## src/hw/cache_cfg.svh

```systemverilog
`ifndef CACHE_CFG_SVH
`define CACHE_CFG_SVH

// geometry
`define CACHE_WAYS       4
`define CACHE_SETS       64
`define CACHE_LINE_WORDS 4
// tag is address bits 28..10
`define CACHE_TAG_BITS   19

// address areas, top three address bits
`define AREA_CACHED  3'd0
`define AREA_NOCACHE 3'd1
`define AREA_PURGE   3'd2
`define AREA_IO      3'd7

// cache control register, byte lane 1
`define CCR_ADDR   32'hFFFFFE92
`define CCR_CE_BIT 0
`define CCR_CP_BIT 4

`endif

```

## src/hw/fillCounter.sv

```systemverilog
`default_nettype none

`include "cache_cfg.svh"

module fillCounter (
	input  wire                                 CLK,
	input  wire                                 RST_N,
	input  wire                                 fillStart,
	input  wire [$clog2(`CACHE_LINE_WORDS)-1:0] fillWord,
	input  wire                                 fillStep,
	output logic [$clog2(`CACHE_LINE_WORDS)-1:0] beatWord,
	output logic                                fillLast,
	output logic                                fillUnlock
);

	logic [$clog2(`CACHE_LINE_WORDS)-1:0] reqWord;

	// first beat is the word after the requested one
	always_ff @(posedge CLK or negedge RST_N) begin
		if (!RST_N) begin
			beatWord <= '0;
			reqWord  <= '0;
		end else if (fillStart) begin
			beatWord <= fillWord + 1'b1;
			reqWord  <= fillWord;
		end else if (fillStep) begin
			beatWord <= beatWord + 1'b1;
		end
	end

	assign fillLast   = (beatWord == reqWord);
	assign fillUnlock = (beatWord == reqWord - 1'b1);

endmodule

`default_nettype wire

```

## config.mk

```make
export PLATFORM = sky130hd
export DESIGN_NAME = fillCounter
export DESIGN_NICKNAME = d
export VERILOG_FILES = /design/src/hw/fillCounter.sv
export VERILOG_INCLUDE_DIRS = /design/src /design/src/hw
export SDC_FILE = /design/constraint.sdc
export NUM_CORES = 1
export LEC_CHECK = 0
export ABC_AREA = 1
export BUFFER_PORTS_ARGS = -buffer_cell sky130_fd_sc_hd__buf_2
export CELL_PAD_IN_SITES_DETAIL_PLACEMENT = 0
export CELL_PAD_IN_SITES_GLOBAL_PLACEMENT = 1
export CORE_AREA = 8 8 45 47
export CTS_CLUSTER_DIAMETER = 50
export DETAILED_ROUTE_END_ITERATION = 6
export DIE_AREA = 0 0 53 55
export PLACE_DENSITY_LB_ADDON = 0.05
export SLEW_MARGIN = 10
export SYNTH_ARGS = -nofsm -noshare
export SYNTH_HDL_FRONTEND = slang
export SYNTH_SLANG_ARGS = --single-unit
```

## constraint.sdc

```tcl
create_clock -name CLK -period 1.4 [get_ports CLK]
set_clock_uncertainty 0.2 [all_clocks]
set_input_delay 0.14 -clock CLK [delete_from_list [all_inputs] [get_ports CLK]]
set_output_delay 0.14 -clock CLK [all_outputs]
set_load 0.005 [all_outputs]
```

==> out/results.txt <==
Die Height -> 55 um
Slew headroom -> 85.1%
violated checks -> negative setup slack
Mapped Cells -> 41
Critical Path Start Type -> flip-flop
flops & latches, synth -> 4
clk sink count -> 4
sequential share of the synthesized area -> 38.6%
largest net degree at the start of global routing -> 8
Ports -> 10
kind of critical path -> reg2out
htree depth -> 1
status -> finished with violations
Yosys Warn Count -> 0
Avg Inst Size Synth -> 6.32 um2
max cap viols -> 0
CTS tree -> built
Antenna Cells -> 0
Residual DRC -> 0
Overflow after GRT -> 0
R2R cell count -> 7
fin crit share -> 103%
routed wire length -> 711 um
Die X-Extent -> 53 um
required time at the worst-slack endpoint -> 1060 ps
post-detail-place hpwl -> 590 um
Final nets -> 69
clock slew at reported path FFs -> 40 ps
Slew Viols, Final -> 0
gr usage total -> 5.59%
dpl cells -> 66
Synth Area in Compound Gates -> 9.18%
area of the mapped netlist -> 259 um2
R2R Path End -> beatWord[1]
CP arrival -> 1110 ps
CTS Buffer Depth -> 2
post-synthesis mux area share -> 0%
initial antenna violation count -> 0
sw frac -> 29.9%
total nets after synthesis -> 47
vias -> 291
fin cells -> 77
Post-Synth Adder-Cell Area -> 0%
Initial Util -> 18.7%
peak supply drop -> 0.322 mV
switching power -> 0.131 mW
Root Buffer -> clkbuf_4
power share of the combinational group -> 34.7%
unrepaired setup endpoints after global routing -> yes
die footprint -> 2920 um2
Vias/cell -> 3.78
Final WS setup -> -45.1 ps
reg2reg setup slack -> 170 ps
First DRT Iteration DRCs -> 9
Final Power -> 0.439 mW
Finish-stage setup viols -> 2
f_max -> 692 MHz
final worst path period need -> 1450 ps
Synth Area in Simple Gates -> 33.8%
post-synthesis xor/xnor area fraction -> 6.76%
worst-path fanout max -> 3
LEAKAGE -> 0.252 nW
drt wl/cell -> 9.23 um
I/O Buffers -> 9
drt first pass iters -> 3
hold crit path type -> in2async
first-pass GRT wire length -> 1.09 mm
FP Rows -> 14
Pwr Density -> 1030 nW/um2
Final Hold Fails -> 0
vias in the first global route -> 265
largest cells by area after synthesis -> dfrtp_1, nand2_1, inv_1
Clock power frac -> 31.6%
count of cell types in the netlist -> 11
Seq pwr share -> 33.7%
later-pin clock latency in the skew report -> 230 ps
routability congestion estimate -> 0.707
layout cells sized above 1 -> 31.1%
Layout Area Growth over Synthesis -> 65.2%
CP Capture Type -> output pin
Internal Power -> 0.308 mW
Synth area leader -> dfrtp_1
Worst Tran Pin Value -> 222 ps
largest family of logic cells by synthesized area -> simple AND/OR/NAND/NOR gates
worst r2r src -> beatWord[1]
CTS buffer count -> 3
core area -> 1380 um2
Routed Antenna Nets -> 0
Synth top area share -> 38.6%
-- per-layer routing --
layer	global-route usage (%)	part of all wire [%]	up-vias	wire, um
li1	-	-	162	-
met2	7.62	42	10	297
met1	5.83	48	117	339
met5	0	0	-	0
met3	1.87	6.6	2	47
met4	7.76	3.8	0	27
-- cell type report --
cell class | instances | area, um2
Sequential cell | 4 | 101
Multi-Input combinational cell | 29 | 136
Timing Repair Buffer | 17 | 118
Fill cell | 153 | 956
Inverter | 8 | 30.0
Clock buffer | 3 | 22.5
Tap cell | 16 | 20.0
-- critical path, cell delays in order, from the launching register on --
cell,delay [ps]
dfrtp_2,420
xnor2_2,170
o21ai_2,70
nand2_1,70
inv_1,30
buf_2,110
-- flip-flops by register name, summed over array words and instances (netlist names) --
signal,count
reqWord,2
beatWord,2
-- power groups by stage --
stage	Sequential, mW	Combinational [mW]	Clock [mW]
after floorplan	0.149	0.0680	0
after global placement	0.150	0.117	0
after detailed placement	0.152	0.116	0
after CTS	0.148	0.156	0.146
after global routing	0.151	0.174	0.154
final	0.148	0.152	0.139
-- logic make-up after synthesis --
logic type             count (synthesis)
XOR/XNOR                               2
flip-flops                             4
buffers and inverters                  8
AO/OA/AOI/OAI                          4
AND/OR/NAND/NOR                       23
-- metrics by stage --
stage / hold slack, ps / area, um2 / setup WS (ps) / TNS (ps) / utilization (%)
floorplan: -356 / 259 / 258 / 0 / -
detailed placement: -248 / 324 / 101 / 0 / 23.4
finish: 52.3 / 428 / -45.1 / -74.7 / 30.9
CTS: 39.6 / 428 / -81.3 / -142 / 30.9
global route: 77.5 / 428 / -126 / -239 / 30.9
global placement: -253 / 324 / 121 / 0 / 23.4
-- synthesized netlist by cell type --
cell type / count
dfrtp_1: 4
inv_1: 7
inv_2: 1
nand2_1: 17
nand3_1: 1
nor2_1: 5
o21ai_0: 2
o21ai_1: 1
o21ai_2: 1
xnor2_1: 1
xor2_1: 1
-- layout by cell type (no fill, tap or decap), drive strengths merged --
cell type	synthesis	routed
o21ai	4	4
clkbuf	0	3
buf	0	12
nand2	17	17
xor2	1	1
dfrtp	4	4
dlygate4sd3	0	5
nor2	5	5
inv	8	8
xnor2	1	1
nand3	1	1
-- how the worst max path moves through the flow --
stage	from	end	slack (ps)	cells after the start
after floorplan	beatWord[1]	fillLast	260	3
after global placement	beatWord[1]	fillUnlock	120	5
after detailed placement	beatWord[1]	fillUnlock	100	5
after CTS	reqWord[1]	fillUnlock	-80	5
after global routing	beatWord[1]	fillUnlock	-130	5
final	beatWord[1]	fillUnlock	-50	5
-- what timing repair did --
item                                    in CTS  in global routing
resized for setup                            3                  0
pin swaps                                    2                  2
endpoints found under the setup margin       2                  2
setup buffers                                3                  0
hold endpoints to repair                     8                  0
hold buffers                                 5                  0
(Power assumes the default switching activity.)
