`src/hw/cache_cfg.svh`:
```
`ifndef CACHE_CFG_SVH
`define CACHE_CFG_SVH

// geometry
`define CACHE_WAYS       4
`define CACHE_SETS       64
`define CACHE_LINE_WORDS 4
// tag is address bits 28..10
`define CACHE_TAG_BITS   19

// address areas, top three address bits
`define AREA_CACHED  3'd0
`define AREA_NOCACHE 3'd1
`define AREA_PURGE   3'd2
`define AREA_IO      3'd7

// cache control register, byte lane 1
`define CCR_ADDR   32'hFFFFFE92
`define CCR_CE_BIT 0
`define CCR_CP_BIT 4

`endif

```
`src/hw/cachePkg.sv`:
```
`default_nettype none

`include "cache_cfg.svh"

package cachePkg;

	// one CPU request, held until done
	typedef struct packed {
		logic [31:0] addr;
		logic [31:0] wdata;
		logic [3:0]  be;
		logic        write;
	} cpuReq_t;

	// one memory beat
	typedef struct packed {
		logic [31:0] addr;
		logic [31:0] wdata;
		logic [3:0]  be;
		logic        we;
		logic        lock;
	} memReq_t;

	typedef enum logic [2:0] {
		opNone,
		opFill,
		opWriteHit,
		opReadHit,
		opPurgeLine
	} arrayOp_t;

	// controller to tag and data arrays
	typedef struct packed {
		arrayOp_t                                op;
		logic [$clog2(`CACHE_SETS)-1:0]          set;
		logic [$clog2(`CACHE_LINE_WORDS)-1:0]    word;
		logic [`CACHE_WAYS-1:0]                  way;
		logic [3:0]                              be;
		logic [`CACHE_TAG_BITS-1:0]              tag;
		logic [31:0]                             data;
	} arrayCmd_t;

	// ways are one-hot
	typedef struct packed {
		logic                   hit;
		logic [`CACHE_WAYS-1:0] hitWay;
		logic [`CACHE_WAYS-1:0] tagWay;
		logic [`CACHE_WAYS-1:0] victimWay;
	} lookup_t;

endpackage

`default_nettype wire

```
`src/hw/busControl.sv`:
```
`default_nettype none

`include "cache_cfg.svh"

module busControl (
	input  wire                   CLK,
	input  wire                   RST_N,
	input  wire                   cpuReq,
	input  wire cachePkg::cpuReq_t cpu,
	input  wire cachePkg::lookup_t look,
	input  wire [31:0]            hitData,
	input  wire                   memWait,
	input  wire [31:0]            memRdata,
	output logic [31:0]           cpuRdata,
	output logic                  cpuDone,
	output cachePkg::memReq_t     mem,
	output logic                  memReq,
	output cachePkg::arrayCmd_t   cmd,
	output logic                  fillStart,
	output logic [$clog2(`CACHE_LINE_WORDS)-1:0] fillWord,
	output logic                  fillStep,
	input  wire [$clog2(`CACHE_LINE_WORDS)-1:0] beatWord,
	input  wire                   fillLast,
	input  wire                   fillUnlock,
	output logic                  purgeAll
);

	typedef enum logic [2:0] {stIdle, stWrite, stRead, stFill, stRespond} state_t;

	state_t                 state;
	cachePkg::memReq_t      memReg;
	logic [31:0]            readBuf;
	logic [`CACHE_WAYS-1:0] victimWay;
	logic                   ce;
	logic                   cp;

	wire [2:0] area      = cpu.addr[31:29];
	wire       idleReq   = (state == stIdle) && cpuReq;
	wire       cacheOn   = (area == `AREA_CACHED) && ce;
	wire       passWrite = (area == `AREA_CACHED) || (area == `AREA_NOCACHE) ||
	                       (area == `AREA_IO);
	wire       readHit   = idleReq && !cpu.write && cacheOn && look.hit;
	wire       writeHit  = idleReq && cpu.write && cacheOn && look.hit;
	wire       linePurge = idleReq && cpu.write && (area == `AREA_PURGE);
	wire       beatDone  = memReq && !memWait;
	wire       ccrSel    = (memReg.addr == `CCR_ADDR) && memReg.be[1];

	// hit data goes straight out, everything else from the buffer
	assign cpuDone  = readHit || (state == stRespond);
	assign cpuRdata = (state == stIdle) ? hitData : readBuf;
	assign purgeAll = cp;

	assign fillStart = idleReq && !cpu.write && cacheOn && !look.hit;
	assign fillWord  = cpu.addr[3:2];
	assign fillStep  = (state == stFill) && beatDone;

	// fill beats walk the line from the counter
	always_comb begin
		mem = memReg;
		if (state == stFill)
			mem.addr[3:2] = beatWord;
	end

	always_comb begin
		cmd.op   = cachePkg::opNone;
		cmd.set  = cpu.addr[9:4];
		cmd.word = cpu.addr[3:2];
		cmd.way  = look.hitWay;
		cmd.be   = cpu.be;
		cmd.tag  = cpu.addr[28:10];
		cmd.data = cpu.wdata;
		if (readHit) begin
			cmd.op = cachePkg::opReadHit;
		end else if (writeHit) begin
			cmd.op = cachePkg::opWriteHit;
		end else if (linePurge) begin
			cmd.op  = cachePkg::opPurgeLine;
			cmd.way = look.tagWay;
		end else if (fillStep) begin
			cmd.op   = cachePkg::opFill;
			cmd.set  = memReg.addr[9:4];
			cmd.word = beatWord;
			cmd.way  = victimWay;
			cmd.be   = 4'b1111;
			cmd.tag  = memReg.addr[28:10];
		end
	end

	always_ff @(posedge CLK or negedge RST_N) begin
		if (!RST_N) begin
			state  <= stIdle;
			memReq <= 1'b0;
			memReg <= '0;
			ce     <= 1'b0;
			cp     <= 1'b0;
		end else begin
			// purge-all lasts one cycle
			if (cp)
				cp <= 1'b0;
			case (state)
				stIdle: begin
					if (idleReq) begin
						if (cpu.write) begin
							if (passWrite) begin
								memReg.addr  <= cpu.addr;
								memReg.wdata <= cpu.wdata;
								memReg.be    <= cpu.be;
								memReg.we    <= 1'b1;
								memReg.lock  <= 1'b0;
								memReq       <= 1'b1;
								state        <= stWrite;
							end else begin
								// purge area, nothing on the bus
								state <= stRespond;
							end
						end else if (cacheOn) begin
							if (!look.hit) begin
								memReg.addr <= {cpu.addr[31:4], 4'b0000};
								memReg.be   <= 4'b1111;
								memReg.we   <= 1'b0;
								memReg.lock <= 1'b1;
								memReq      <= 1'b1;
								state       <= stFill;
							end
						end else begin
							memReg.addr <= cpu.addr;
							memReg.be   <= cpu.be;
							memReg.we   <= 1'b0;
							memReg.lock <= 1'b0;
							memReq      <= 1'b1;
							state       <= stRead;
						end
					end
				end
				stWrite: begin
					if (beatDone) begin
						memReq <= 1'b0;
						state  <= stRespond;
						if (ccrSel) begin
							ce <= memReg.wdata[8 + `CCR_CE_BIT];
							cp <= memReg.wdata[8 + `CCR_CP_BIT];
						end
					end
				end
				stRead: begin
					if (beatDone) begin
						memReq <= 1'b0;
						state  <= stRespond;
					end
				end
				stFill: begin
					if (beatDone) begin
						// last beat goes out unlocked
						if (fillUnlock)
							memReg.lock <= 1'b0;
						if (fillLast) begin
							memReq <= 1'b0;
							state  <= stRespond;
						end
					end
				end
				stRespond: state <= stIdle;
				default:   state <= stIdle;
			endcase
		end
	end

	always_ff @(posedge CLK) begin
		if (fillStart)
			victimWay <= look.victimWay;
		if (beatDone && ((state == stRead) || (state == stFill && fillLast)))
			readBuf <= memRdata;
	end

endmodule

`default_nettype wire

```
`config.mk`:
```
export PLATFORM = sky130hd
export DESIGN_NAME = busControl
export DESIGN_NICKNAME = d
export VERILOG_FILES = /design/src/hw/cachePkg.sv /design/src/hw/busControl.sv
export VERILOG_INCLUDE_DIRS = /design/src /design/src/hw
export SDC_FILE = /design/constraint.sdc
export NUM_CORES = 1
export LEC_CHECK = 0
export BUFFER_PORTS_ARGS = -buffer_cell sky130_fd_sc_hd__buf_2
export CAP_MARGIN = 10
export CELL_PAD_IN_SITES_DETAIL_PLACEMENT = 1
export CELL_PAD_IN_SITES_GLOBAL_PLACEMENT = 2
export CORE_MARGIN = 5
export CORE_UTILIZATION = 27
export CTS_CLUSTER_DIAMETER = 120
export DETAILED_ROUTE_END_ITERATION = 12
export HOLD_SLACK_MARGIN = 0.03
export PLACE_DENSITY_LB_ADDON = 0.2
export SLEW_MARGIN = 25
export SYNTH_ARGS = -nofsm -noshare
export SYNTH_HDL_FRONTEND = slang
export SYNTH_SLANG_ARGS = --single-unit
```
`constraint.sdc`:
```
create_clock -name CLK -period 6.7 [get_ports CLK]
set_input_delay 1.34 -clock CLK [delete_from_list [all_inputs] [get_ports CLK]]
set_output_delay 1.34 -clock CLK [all_outputs]
set_load 0.02 [all_outputs]
```
==> impl_metrics.json <==
{
  "ff2ff_path_depth": 5,
  "cp.arrival_ns": 3.46,
  "final_nets": 962,
  "combinationalPowerShare_pct": 48.0,
  "remaining_drc_errors": 0,
  "synth.yosys.warnings": 0,
  "ys_ff_latch": 112,
  "syn_area_um2": 5920,
  "slew-limit-headroom_pct": 37.3,
  "average_vias_per_placed_instance": 4.36,
  "rsz0062_at_grt": "false",
  "die_width_um": 158,
  "cellInternalPower_uw": 1730,
  "p_leak_uw": 0.00379,
  "drt_iter0_markers": 151,
  "clkTransAtPathRegs_ns": 0.07,
  "seq_power_share_pct": 35.9,
  "timing.critical_path.fanout_max": 21,
  "routed_wire_length_per_instance_um": 17.3,
  "grt_first_pass_wirelength_mm": 28.4,
  "drv.max_cap_violation_count": 0,
  "io_pins": 333,
  "dieArea_um2": 25000,
  "final_layout_size_suffix_gt1_share_pct": 52.6,
  "timing_worst_slew_pin_value_ns": 0.938,
  "place_ws_ns": 1.80,
  "worstSetupStartpointType": "primary input",
  "final_critical_path_setup_slack_ns": 1.90,
  "netlist-cell-type-count": 43,
  "cts.sinks": 112,
  "dpl.cell_count": 1077,
  "areaGrowthSynthToFinish_pct": 25.4,
  "worst_hold_path_type": "reg2reg",
  "drv_slew": 0,
  "setup.worst_path.end_class": "output port",
  "crit_path_top_delay_cell": "sky130_fd_sc_hd__nor3_4",
  "cp-startpoint": "memWait",
  "power.switching_fraction_pct": 45.2,
  "dominantRegCellSynth": "sky130_fd_sc_hd__dfrtp_1",
  "number_of_flops_mapped_to_enable_cells_by_yosys": 36,
  "dr_total_vias": 4772,
  "worstPathCellList": "buf_2 > nand2b_1 > nor3_4 > buf_4 > mux2_2 > buf_2",
  "synth_seq_area_share_pct": 50.4,
  "fp-row-count": 54,
  "postCtsSetupBuffers": 0,
  "clkPwrFrac_pct": 16.1,
  "chipHeight_um": 158,
  "r2r_end": "mem[36]",
  "maximum_count_of_clock_buffers_along_a_single_path": 2,
  "timing.hold.worst.start": "mem[1]",
  "worst_ep_required_time_ns": 5.36,
  "synth.net_count": 740,
  "power_density_nw_per_um2": 424,
  "root_buffer": "sky130_fd_sc_hd__clkbuf_16",
  "first_global_vias": 5085,
  "grt_start_max_net_pins": 77,
  "global_route.overflow_total": 0,
  "register_area_um2": 2980,
  "grt_antenna_before_repair": 0,
  "status": "complete, no violations",
  "nFillCells": 2615,
  "multi_input_gate_area_in_the_final_layout_um2": 2070,
  "floorplan.initialDensity_pct": 27.3,
  "synthCells": 586,
  "reg2reg_from": "state[1]",
  "setup-tns-final_ns": 0,
  "drtPass1Iterations": 4,
  "finalSetupViolCount": 0,
  "switching_power_uw": 1420,
  "finalCritPeriodShare_pct": 71.7,
  "max_freq_mhz": 208,
  "postSynthAreaPerCell_um2": 10.1,
  "synth_async_reset_ratio_pct": 67.9,
  "cts_repair_resized_insts": 0,
  "worst_path_most_repeated_cell": "sky130_fd_sc_hd__buf_2",
  "timing_worst_setup_path_type": "in2out",
  "final_hold_vio_count": 0,
  "worst_skew_pair.late_latency_ns": 0.35,
  "global_placement_routability_congestion": 0.767,
  "final_cells": 1094,
  "finalWirelength_mm": 19.0,
  "r2r_slack_ns": 4.35,
  "cts-buffers-inserted": 9,
  "global_route.usage.total_pct": 14.6,
  "crit_path_end": "cmd[43]",
  "finalCriticalPeriod_ns": 4.80,
  "timing.clock.skew_ns": 0.00892,
  "htree_levels": 3,
  "post-route-util_pct": 34.2,
  "placeableCoreArea_um2": 21700,
  "place.detailed.hpwl_mm": 15.1,
  "detail-route-antenna-nets": 0,
  "max-vdd-ir-drop_v": 0.000143,
  "cts_hold_buf": 0,
  "tritoncts": "built",
  "crit_path_max_incr_delay_ns": 0.80,
  "io_buffers": 332
}
Yosys cell counts (5+ instances only):
| library cell | count | area [um2] |
|---|---|---|
| sky130_fd_sc_hd__a21oi_1 | 8 | 40.0 |
| sky130_fd_sc_hd__nand2_1 | 190 | 713 |
| sky130_fd_sc_hd__mux2_2 | 62 | 698 |
| sky130_fd_sc_hd__clkbuf_1 | 11 | 41.3 |
| sky130_fd_sc_hd__dfrtp_1 | 76 | 1900 |
| sky130_fd_sc_hd__nor3_1 | 5 | 25.0 |
| sky130_fd_sc_hd__edfxtp_1 | 36 | 1080 |
| sky130_fd_sc_hd__nor2_1 | 14 | 52.6 |
| sky130_fd_sc_hd__mux2i_1 | 5 | 50.1 |
| sky130_fd_sc_hd__buf_2 | 11 | 55.1 |
| sky130_fd_sc_hd__buf_4 | 105 | 788 |
| sky130_fd_sc_hd__nand4_1 | 6 | 37.5 |
power by group through the flow:
stage                     sequential (uW)  combinational, uW  clock, uW
final                                1130               1510        505
after global routing                 1170               1660        569
after CTS                            1140               1550        540
after detailed placement             1150               1550          0
after global placement               1140               1520          0
after floorplan                      1080               1290          0
flip-flops by register name, summed over array words and instances (netlist names):
signal,flops
ce,1
mem,68
memReg,2
memReq,1
purgeAll,1
readBuf,32
state,3
victimWay,4
worst min path at each step:
stage	endpoint	slack (ns)	depth (start not counted)
after global routing	mem[6]	0.51	1
after floorplan	mem[1]	0.45	2
after detailed placement	mem[1]	0.46	2
after CTS	mem[1]	0.49	2
after global placement	mem[1]	0.46	2
final	mem[1]	0.48	2
area by class of cell:
class                      instances  share of cell area, %
multi-input combinational        343                   27.8
clock inverter                     7                  0.623
tap                              280                   4.72
clock buffer                       9                   3.03
timing repair buffer             339                   23.4
antenna                            1                 0.0337
sequential                       112                   40.2
inverter                           3                  0.152
stage by stage:
step	hold slack [ns]	area, um2	power, uW
2_1_floorplan	0.448	5920	2360
3_3_place_gp	0.458	7120	2660
3_5_place_dp	0.464	7150	2700
4_1_cts	0.486	7420	3230
5_1_grt	0.512	7420	3400
6_report	0.483	7430	3150
cells in the final DEF, fill, tap and decap left out, drive strengths merged, types with 4 or more instances in the layout:
cell,instances
nor3,8
buf,339
a22o,4
clkbuf,9
nand2,191
dfrtp,76
clkinv,5
nor2,14
mux2i,5
o22a,4
mux2,63
nand4,6
or2,4
inv,4
edfxtp,36
o21ai,4
a21oi,8
per-layer routing:
layer,GRT usage (%),vias to the layer above,share of wire (%)
li1,-,2295,-
met1,17.6,2260,40
met2,25.2,205,49
met3,4.70,12,9.6
met4,3.66,0,0.99
met5,0,-,0
critical path, delay by kind of cell:
family                 cells  cell delay, ns
buffers and inverters      3            0.68
AND/OR/NAND/NOR            2            1.04
multiplexers               1            0.38
kinds of logic after synthesis:
kind of cell	synth area share, %
and+or+nand+nor	17.9
buffers and inverters	15.2
DFF	50.4
muxes	12.8
AOI/OAI and AO/OA	3.55
xor gates and xnor gates	0.148
No activity file was read; power rests on OpenSTA's default activity.
